--- src/design/bp_pkg.sv ---
// ~~~~~~~~~~~~~~~~~~~~~~~~~~~~~~~~~~~~~~~~~~~~~~~~~~~~~~~~~~~~~~~~~~~~~~~~~~~
// shared widths and geometry for the next-PC predictor
// RV32 without compressed instructions, so every fetch is 4 bytes
// BTB tag covers 7 PC bits only; the upper 19 bits alias freely
// ~~~~~~~~~~~~~~~~~~~~~~~~~~~~~~~~~~~~~~~~~~~~~~~~~~~~~~~~~~~~~~~~~~~~~~~~~~~
package bp_pkg;

	localparam int WORD_SIZE = 32;	// instruction address width

	typedef logic [WORD_SIZE-1:0] word_t;

	// BTB geometry
	localparam int N_FRAMES = 32;
	localparam int ASSOC = 2;	// way select logic is written for 2 ways
	localparam int N_SETS = N_FRAMES / ASSOC;
	localparam int N_TAG_BITS = 7;
	localparam int N_SET_BITS = $clog2(N_SETS);	// 4
	localparam int N_BYTE_BITS = 2;	// word aligned fetch
	localparam int N_IGNORE_BITS = WORD_SIZE - N_TAG_BITS - N_SET_BITS - N_BYTE_BITS;

	// fetch queue sizing, depth must stay a power of two
	localparam int QUEUE_DEPTH = 4;
	localparam int QUEUE_PTR_BITS = $clog2(QUEUE_DEPTH);
	localparam int QUEUE_CNT_BITS = $clog2(QUEUE_DEPTH + 1);	// holds 0..DEPTH

	// first fetch address after reset
	localparam word_t RESET_PC = 32'h0000_0100;

	// fall-through step
	localparam word_t INSTR_BYTES = 32'd4;

	// one PC, two readings: plain word for adders, split fields for BTB indexing
	typedef union packed {
		word_t raw;
		struct packed {
			logic [N_IGNORE_BITS-1:0] ignore_bits;	// not compared
			logic [N_TAG_BITS-1:0] tag_bits;
			logic [N_SET_BITS-1:0] idx_bits;
			logic [N_BYTE_BITS-1:0] byte_bits;	// always 0 for aligned PCs
		} fields;
	} pc_view_t;

endpackage
--- src/design/predict_top.sv ---
// ~~~~~~~~~~~~~~~~~~~~~~~~~~~~~~~~~~~~~~~~~~~~~~~~~~~~~~~~~~~~~~~~~~~~~~~~~~~
// next-PC prediction front end: sequencer, BTB, fetch queue, resolver
// outcomes are accepted only while res_ready is high, oldest fetch first
// ~~~~~~~~~~~~~~~~~~~~~~~~~~~~~~~~~~~~~~~~~~~~~~~~~~~~~~~~~~~~~~~~~~~~~~~~~~~
`timescale 1ns/10ps

module predict_top (
	input logic CLK, nRST,
	input logic res_valid, res_is_branch, res_taken,
	input bp_pkg::word_t res_target,
	output logic res_ready,
	output logic commit_valid,
	output bp_pkg::word_t commit_pc,
	output logic commit_mispredict
);
	import bp_pkg::*;

	// sequencer <-> BTB
	word_t lookup_pc, pred_target;
	logic pred_taken;

	// sequencer -> queue
	logic push_valid, push_ready, push_taken;
	word_t push_pc, push_target;

	// queue -> resolver
	logic head_valid, head_ready;
	word_t head_pc, head_target;

	// resolver -> BTB, sequencer and queue
	logic upd_valid, upd_taken, redirect_valid;
	word_t upd_pc, upd_target, redirect_pc;

	assign res_ready = head_valid;	// outcome only meaningful with a head

	fetch_pc_gen u_pc_gen (
		.CLK, .nRST,
		.lookup_pc, .pred_taken, .pred_target,
		.push_valid, .push_ready, .push_pc, .push_taken, .push_target,
		.redirect_valid, .redirect_pc
	);

	btb u_btb (
		.CLK, .nRST,
		.lookup_pc, .pred_taken, .pred_target,
		.upd_valid, .upd_pc, .upd_taken, .upd_target
	);

	fetch_queue u_queue (
		.CLK, .nRST,
		.flush(redirect_valid),	// mispredict empties the queue
		.push_valid, .push_ready, .push_pc, .push_taken, .push_target,
		.head_valid, .head_ready, .head_pc,
		.head_taken(),	// resolver judges on target only
		.head_target
	);

	branch_resolve u_resolve (
		.head_valid, .head_ready, .head_pc, .head_target,
		.res_valid, .res_is_branch, .res_taken, .res_target,
		.upd_valid, .upd_pc, .upd_taken, .upd_target,
		.redirect_valid, .redirect_pc,
		.commit_valid, .commit_pc, .commit_mispredict
	);

endmodule

--- src/design/branch_resolve.sv ---
// ~~~~~~~~~~~~~~~~~~~~~~~~~~~~~~~~~~~~~~~~~~~~~~~~~~~~~~~~~~~~~~~~~~~~~~~~~~~
// pairs the oldest fetch with its real outcome, purely combinational
// an outcome always belongs to the queue head; mispredict is judged
// on the predicted next PC alone, not on the direction bit
// ~~~~~~~~~~~~~~~~~~~~~~~~~~~~~~~~~~~~~~~~~~~~~~~~~~~~~~~~~~~~~~~~~~~~~~~~~~~
`timescale 1ns/10ps

module branch_resolve (
	input logic head_valid,
	output logic head_ready,
	input bp_pkg::word_t head_pc,
	input bp_pkg::word_t head_target,
	input logic res_valid,
	input logic res_is_branch,
	input logic res_taken,
	input bp_pkg::word_t res_target,
	output logic upd_valid,
	output bp_pkg::word_t upd_pc,
	output logic upd_taken,
	output bp_pkg::word_t upd_target,
	output logic redirect_valid,
	output bp_pkg::word_t redirect_pc,
	output logic commit_valid,
	output bp_pkg::word_t commit_pc,
	output logic commit_mispredict
);
	import bp_pkg::*;

	logic accept;	// outcome consumed this cycle
	word_t actual_next;
	logic wrong_next;

	assign head_ready = res_valid;
	assign accept = head_valid && res_valid;

	// where the program really goes after the head
	assign actual_next = (res_is_branch && res_taken) ? res_target
		: head_pc + INSTR_BYTES;
	assign wrong_next = (actual_next != head_target);

	// train the BTB on branches only
	assign upd_valid = accept && res_is_branch;
	assign upd_pc = head_pc;
	assign upd_taken = res_taken;
	assign upd_target = res_target;

	// wrong path: flush queue, restart sequencer
	assign redirect_valid = accept && wrong_next;
	assign redirect_pc = actual_next;

	// retire report
	assign commit_valid = accept;
	assign commit_pc = head_pc;
	assign commit_mispredict = accept && wrong_next;

endmodule

--- src/design/fetch_queue.sv ---
// ~~~~~~~~~~~~~~~~~~~~~~~~~~~~~~~~~~~~~~~~~~~~~~~~~~~~~~~~~~~~~~~~~~~~~~~~~~~
// circular FIFO of predicted fetches, push and pop allowed together
// pointers wrap naturally, so QUEUE_DEPTH must be a power of two
// flush drops every entry, including a push on the same edge
// ~~~~~~~~~~~~~~~~~~~~~~~~~~~~~~~~~~~~~~~~~~~~~~~~~~~~~~~~~~~~~~~~~~~~~~~~~~~
`timescale 1ns/10ps

module fetch_queue (
	input logic CLK, nRST,
	input logic flush,
	input logic push_valid,
	output logic push_ready,
	input bp_pkg::word_t push_pc,
	input logic push_taken,
	input bp_pkg::word_t push_target,
	output logic head_valid,
	input logic head_ready,
	output bp_pkg::word_t head_pc,
	output logic head_taken,
	output bp_pkg::word_t head_target
);
	import bp_pkg::*;

	word_t pc_q [QUEUE_DEPTH];
	logic taken_q [QUEUE_DEPTH];
	word_t target_q [QUEUE_DEPTH];

	logic [QUEUE_PTR_BITS-1:0] wr_ptr, rd_ptr;
	logic [QUEUE_CNT_BITS-1:0] count;
	logic do_push, do_pop;

	assign push_ready = (count != QUEUE_CNT_BITS'(QUEUE_DEPTH));	// not full
	assign head_valid = (count != '0);
	assign do_push = push_valid && push_ready;
	assign do_pop = head_valid && head_ready;

	// head entry read straight out of storage
	assign head_pc = pc_q[rd_ptr];
	assign head_taken = taken_q[rd_ptr];
	assign head_target = target_q[rd_ptr];

	always_ff @(posedge CLK, negedge nRST) begin
		if (!nRST) begin
			wr_ptr <= '0;
			rd_ptr <= '0;
			count <= '0;
		end else if (flush) begin
			wr_ptr <= '0;	// wrong path, start over
			rd_ptr <= '0;
			count <= '0;
		end else begin
			if (do_push)
				wr_ptr <= wr_ptr + 1'b1;
			if (do_pop)
				rd_ptr <= rd_ptr + 1'b1;
			// count moves only when exactly one side fires
			if (do_push && !do_pop)
				count <= count + 1'b1;
			else if (do_pop && !do_push)
				count <= count - 1'b1;
		end
	end

	// payload, a flushed write is just never read
	always_ff @(posedge CLK) begin
		if (do_push) begin
			pc_q[wr_ptr] <= push_pc;
			taken_q[wr_ptr] <= push_taken;
			target_q[wr_ptr] <= push_target;
		end
	end

endmodule

--- src/design/fetch_pc_gen.sv ---
// ~~~~~~~~~~~~~~~~~~~~~~~~~~~~~~~~~~~~~~~~~~~~~~~~~~~~~~~~~~~~~~~~~~~~~~~~~~~
// fetch PC sequencer, one fetch offered every cycle
// holds its PC while the queue is full; a redirect beats the advance
// ~~~~~~~~~~~~~~~~~~~~~~~~~~~~~~~~~~~~~~~~~~~~~~~~~~~~~~~~~~~~~~~~~~~~~~~~~~~
`timescale 1ns/10ps

module fetch_pc_gen (
	input logic CLK, nRST,
	output bp_pkg::word_t lookup_pc,
	input logic pred_taken,
	input bp_pkg::word_t pred_target,
	output logic push_valid,
	input logic push_ready,
	output bp_pkg::word_t push_pc,
	output logic push_taken,
	output bp_pkg::word_t push_target,
	input logic redirect_valid,
	input bp_pkg::word_t redirect_pc
);
	import bp_pkg::*;

	pc_view_t fetch_pc;	// current fetch address

	always_ff @(posedge CLK, negedge nRST) begin
		if (!nRST) begin
			fetch_pc.raw <= RESET_PC;
		end else if (redirect_valid) begin
			fetch_pc.raw <= redirect_pc;	// resolver knows better
		end else if (push_valid && push_ready) begin
			fetch_pc.raw <= pred_target;	// follow the BTB
		end
	end

	assign lookup_pc = fetch_pc.raw;

	// every cycle is a fetch, the queue decides when it lands
	assign push_valid = 1'b1;
	assign push_pc = fetch_pc.raw;
	assign push_taken = pred_taken;
	assign push_target = pred_target;	// prediction travels with the entry

endmodule

--- src/design/btb.sv ---
// ~~~~~~~~~~~~~~~~~~~~~~~~~~~~~~~~~~~~~~~~~~~~~~~~~~~~~~~~~~~~~~~~~~~~~~~~~~~
// 2-way set associative branch target buffer, 16 sets, 1-bit direction
// lookup is combinational; an update is seen by lookups the next cycle
// a lookup miss never allocates, only the update port writes frames
// ~~~~~~~~~~~~~~~~~~~~~~~~~~~~~~~~~~~~~~~~~~~~~~~~~~~~~~~~~~~~~~~~~~~~~~~~~~~
`timescale 1ns/10ps

module btb (
	input logic CLK, nRST,
	input bp_pkg::word_t lookup_pc,
	output logic pred_taken,
	output bp_pkg::word_t pred_target,
	input logic upd_valid,
	input bp_pkg::word_t upd_pc,
	input logic upd_taken,
	input bp_pkg::word_t upd_target
);
	import bp_pkg::*;

	// frame storage, split per field
	logic [ASSOC-1:0] valid_q [N_SETS];
	logic lru_q [N_SETS];	// way to evict next
	logic [N_TAG_BITS-1:0] tag_q [N_SETS][ASSOC];
	word_t target_q [N_SETS][ASSOC];
	logic taken_q [N_SETS][ASSOC];

	pc_view_t lk_pc, up_pc;
	logic [ASSOC-1:0] lk_hit, up_hit;
	logic lk_way;	// matching way on lookup
	logic up_way;	// way written by update

	assign lk_pc.raw = lookup_pc;
	assign up_pc.raw = upd_pc;

	// tag compare, both ways of both selected sets
	always_comb begin
		for (int w = 0; w < ASSOC; w++) begin
			lk_hit[w] = valid_q[lk_pc.fields.idx_bits][w] &&
				(tag_q[lk_pc.fields.idx_bits][w] == lk_pc.fields.tag_bits);
			up_hit[w] = valid_q[up_pc.fields.idx_bits][w] &&
				(tag_q[up_pc.fields.idx_bits][w] == up_pc.fields.tag_bits);
		end
	end

	assign lk_way = ~lk_hit[0];	// way 0 wins if both somehow match

	// prediction, fall-through unless a valid frame says taken
	assign pred_taken = (|lk_hit) && taken_q[lk_pc.fields.idx_bits][lk_way];
	assign pred_target = pred_taken ? target_q[lk_pc.fields.idx_bits][lk_way]
		: lookup_pc + INSTR_BYTES;

	// victim choice: matching frame, then a free frame, then LRU
	always_comb begin
		if (|up_hit) begin
			up_way = ~up_hit[0];
		end else if (!valid_q[up_pc.fields.idx_bits][0]) begin
			up_way = 1'b0;
		end else if (!valid_q[up_pc.fields.idx_bits][1]) begin
			up_way = 1'b1;
		end else begin
			up_way = lru_q[up_pc.fields.idx_bits];
		end
	end

	// valid and LRU state
	always_ff @(posedge CLK, negedge nRST) begin
		if (!nRST) begin
			for (int s = 0; s < N_SETS; s++) begin
				valid_q[s] <= '0;	// table starts empty
				lru_q[s] <= 1'b0;
			end
		end else begin
			if (|lk_hit)
				lru_q[lk_pc.fields.idx_bits] <= ~lk_way;	// point away from used frame
			// update comes last so it wins a same-set collision
			if (upd_valid) begin
				valid_q[up_pc.fields.idx_bits][up_way] <= 1'b1;
				lru_q[up_pc.fields.idx_bits] <= ~up_way;
			end
		end
	end

	// frame payload
	always_ff @(posedge CLK) begin
		if (upd_valid) begin
			tag_q[up_pc.fields.idx_bits][up_way] <= up_pc.fields.tag_bits;
			target_q[up_pc.fields.idx_bits][up_way] <= upd_target;
			taken_q[up_pc.fields.idx_bits][up_way] <= upd_taken;
		end
	end

endmodule

--- config.mk ---
export PLATFORM = sky130hd
export DESIGN_NAME = predict_top
export DESIGN_NICKNAME = d
export VERILOG_FILES = /design/src/design/bp_pkg.sv /design/src/design/predict_top.sv /design/src/design/branch_resolve.sv /design/src/design/fetch_queue.sv /design/src/design/fetch_pc_gen.sv /design/src/design/btb.sv
export SDC_FILE = /design/constraint.sdc
export NUM_CORES = 2
export LEC_CHECK = 0
export ABC_AREA = 0
export BUFFER_PORTS_ARGS = -buffer_cell sky130_fd_sc_hd__buf_2
export CELL_PAD_IN_SITES_DETAIL_PLACEMENT = 1
export CELL_PAD_IN_SITES_GLOBAL_PLACEMENT = 1
export CORE_MARGIN = 2
export CORE_UTILIZATION = 40
export DETAILED_ROUTE_END_ITERATION = 6
export GPL_TIMING_DRIVEN = 0
export PLACE_DENSITY_LB_ADDON = 0.1
export SYNTH_ARGS = -nofsm -noshare
export SYNTH_HDL_FRONTEND = slang
export SYNTH_SLANG_ARGS = --single-unit
--- constraint.sdc ---
create_clock -name CLK -period 13.65 [get_ports CLK]
set_input_delay 1.365 -clock CLK [delete_from_list [all_inputs] [get_ports CLK]]
set_output_delay 1.365 -clock CLK [all_outputs]
set_load 0.005 [all_outputs]
==> run metrics <==
initial antenna violation count=17; Storage cell area=48300 µm²; post-route ant nets=0; fraction of final layout cells sized beyond drive strength 1=28.7%; RR Startpoint=u_pc_gen.lookup_pc[3]; power density over the cells=240 nW/µm²; Simple-Gate Fraction of Synth Area=3.35%; Via Count=37100; largest area contributor in the netlist=edfxtp_1; fraction of the mapped netlist area in adder cells=0.250%; YS warnings=0; pin count of the biggest net entering global routing=50; die area=174000 µm²; drt wl/cell=37.3 µm; top sig layer=met5; die height=417 µm; area of the multi-input gates=18900 µm²; layout net count=3769; Tot Pwr=18.9 mW; DR WL met2=111 mm; xor/xnor share of the synthesized area=1.58%; initial core utilization=40.3%; Worst slew margin=3.70%; Max Fclk=0.121 GHz; top cell type's share of synthesized area=67.6%; num rows=151; Syn-to-layout area delta=15.5%; Post-CTS Setup Bufs=0; Metal-1 WL=95.0 mm; Post-CTS Hold Buffers=0; min cycle time layout=8.24 ns; total grt overflow=0; status=complete, no violations; Gate Count Post-Synth=3394; Post-Route WL=227 mm; Crit Path Category=reg -> out; Final WS setup=5.41 ns; post-CTS sizing=0; placer congestion estimate=0.903; post-synthesis mux area share=20.0%; endpoints failing hold=0; RSZ-0062 raised after global routing=no; clk_lat worst skew=0.84 ns; HPWL after DPL=149 mm; ys async rst share=5.36%; worst slew pin tran=1.44 ns; Final Skew=0.0318 ns; drt drc=0; post-layout util=46.5%; largest family of logic cells by synthesized area=multiplexers; Max-cap violations=0; Setup crit end=commit_mispredict; fin. max-slew vios=0; Yosys cell types=79; CP startpoint=u_queue.rd_ptr[0]; first-pass GRT wire length=317 mm; flop-to-flop setup slack=6.24 ns; Static Leak=25.4 nW; Reg clk slew, reported paths=0.05 ns; Yosys reg bits=1623; clock sink total=1623; top cells by area, synth=edfxtp_1 68%, mux4_2 17%, dfrtp_1 3.2%; CTS H-Tree Depth=4; setup TNS=0 ns; post-synthesis compound-gate area fraction=2.31%; Final Cycle Share=60.4%; drt via density=6.09; CP Capture Type=primary output; CTS tree=yes; Top FF cell, synth=edfxtp_1; Worst EP required=12.28 ns; crit start category=flip-flop; Seq/Total Area, Yosys=70.8%; Post-synth EDFFs=1536; DRT iter0 DRCs=4296; worst hold path class=reg -> reg; cell with the most instances after synthesis=edfxtp_1; fill count=15500; Syn Area/Cell=20.1 µm²; io pins=72; Mapped Nets=3444; CORE AREA=169000 µm²; Cell Area, Synth=68200 µm²; DIE WIDTH=417 µm; maximum buffer depth of the clock tree=3; worst slack at placement=6.23 ns; CP max FO=12; synth cell count leaders=1536 x edfxtp_1, 528 x mux4_2, 125 x mux2i_1; Worst Reg-to-Reg Cells=13; root buffer cell=clkbuf_16; vias in the first global route=39200; CTS Buf Count=176; setup violators final=0; met3 wire len=15.4 mm; CP arrival=6.87 ns; reg-to-reg critical path endpoint=u_queue.target_q[3][18]; I/O Buffers=70; Max VDD drop=0.000143 V; Tot GR Track Use=26.3%; 1st-pass router iterations=6
## worst min-delay path by stage
stage,startpoint,end,slack [ns],depth (start not counted)
after global routing,u_btb.valid_q[24],u_btb.valid_q[24],0.51,1
final,u_btb.valid_q[28],u_btb.valid_q[28],0.49,1
after CTS,u_btb.valid_q[28],u_btb.valid_q[28],0.49,1
after global placement,u_btb.valid_q[10],u_btb.valid_q[10],0.46,1
after floorplan,u_btb.valid_q[10],u_btb.valid_q[10],0.45,1
after detailed placement,u_btb.valid_q[28],u_btb.valid_q[28],0.47,1
## area by class of cell
type / count / share of cell area (%)
clock inverter: 91 / 1.14
antenna: 5 / 0.0159
tap: 2218 / 3.52
inverter: 36 / 0.172
clock buffer: 227 / 5.98
sequential: 1623 / 61.3
timing repair buffer: 147 / 2.51
buffer: 205 / 1.28
multi-input combinational: 1530 / 24.1
## flip-flops by register name, indices dropped and copies added (netlist names)
name,flops
u_btb.taken_q,32
u_queue.rd_ptr,2
u_queue.target_q,128
u_queue.wr_ptr,2
u_queue.count,3
u_pc_gen.lookup_pc,32
u_queue.pc_q,128
u_btb.valid_q,32
u_btb.target_q,1024
u_btb.tag_q,224
u_btb.lru_q,16
## cell usage in the layout (no fill, tap or decap), types with 10 or more instances in the layout
| cell type | count |
|---|---|
| a21oi_1 | 84 |
| a31oi_1 | 13 |
| and2_1 | 12 |
| and3_1 | 13 |
| and3_4 | 12 |
| buf_1 | 36 |
| buf_12 | 20 |
| buf_16 | 36 |
| buf_2 | 136 |
| buf_4 | 23 |
| buf_6 | 27 |
| bufinv_16 | 11 |
| clkbuf_1 | 114 |
| clkbuf_16 | 178 |
| clkinv_1 | 29 |
| clkinv_2 | 30 |
| dfrtp_1 | 86 |
| edfxtp_1 | 1536 |
| ha_1 | 12 |
| inv_1 | 36 |
| mux2_2 | 26 |
| mux2i_1 | 125 |
| mux4_2 | 528 |
| nand2_1 | 92 |
| nand3_1 | 42 |
| nand4_1 | 26 |
| nor2_1 | 107 |
| nor2_4 | 13 |
| nor2b_1 | 10 |
| nor3_1 | 21 |
| nor4_1 | 10 |
| o21a_1 | 15 |
| o21ai_0 | 41 |
| o22ai_1 | 33 |
| or2_1 | 32 |
| or3_1 | 11 |
| xnor2_1 | 78 |
| xor2_1 | 43 |
## cells by family after synthesis
family / count (synthesis)
flip-flops: 1623
multiplexers: 695
AND/OR/NAND/NOR: 449
AO/OA/AOI/OAI: 251
buffers and inverters: 241
XOR/XNOR: 122
adder cells (fa/ha/maj): 13
## where the power goes
part | total [mW] | switching, mW | leakage, nW | internal [mW]
Combinational | 7.46 | 4.56 | 7.68 | 2.91
Clock | 4.68 | 2.03 | 2.73 | 2.65
Sequential | 6.73 | 0.299 | 14.9 | 6.43
Total | 18.9 | 6.88 | 25.4 | 12.0
## worst max-delay path, stage by stage (launching register included)
cell     delay [ns]
dfrtp_1        0.36
buf_4          0.16
buf_12         0.15
mux4_2         0.32
buf_2          0.32
buf_1          1.10
ha_1           0.49
nand3_2        0.26
nor3_1         0.82
nand3_1        0.22
or3_1          0.43
xor2_1         0.17
mux2i_1        0.21
o31ai_1        0.16
a31oi_1        0.35
buf_2          0.35
buf_2          0.17
## layer usage
layer  track usage, %  up-vias
li1                 -    14800
met1             36.7    20500
met2             43.0     1467
met3             4.39      320
met4             7.30        2
met5                0        -
## through the flow
stage / instances / instance area (µm²) / hold WS, ns
after detailed placement: 5757 / 73100 / 0.472
after floorplan: 3394 / 68200 / 0.445
after global routing: 6080 / 78800 / 0.507
final: 6082 / 78800 / 0.492
after global placement: 5682 / 71300 / 0.462
after CTS: 6075 / 78700 / 0.489
No activity file was read; power rests on OpenSTA's default activity.
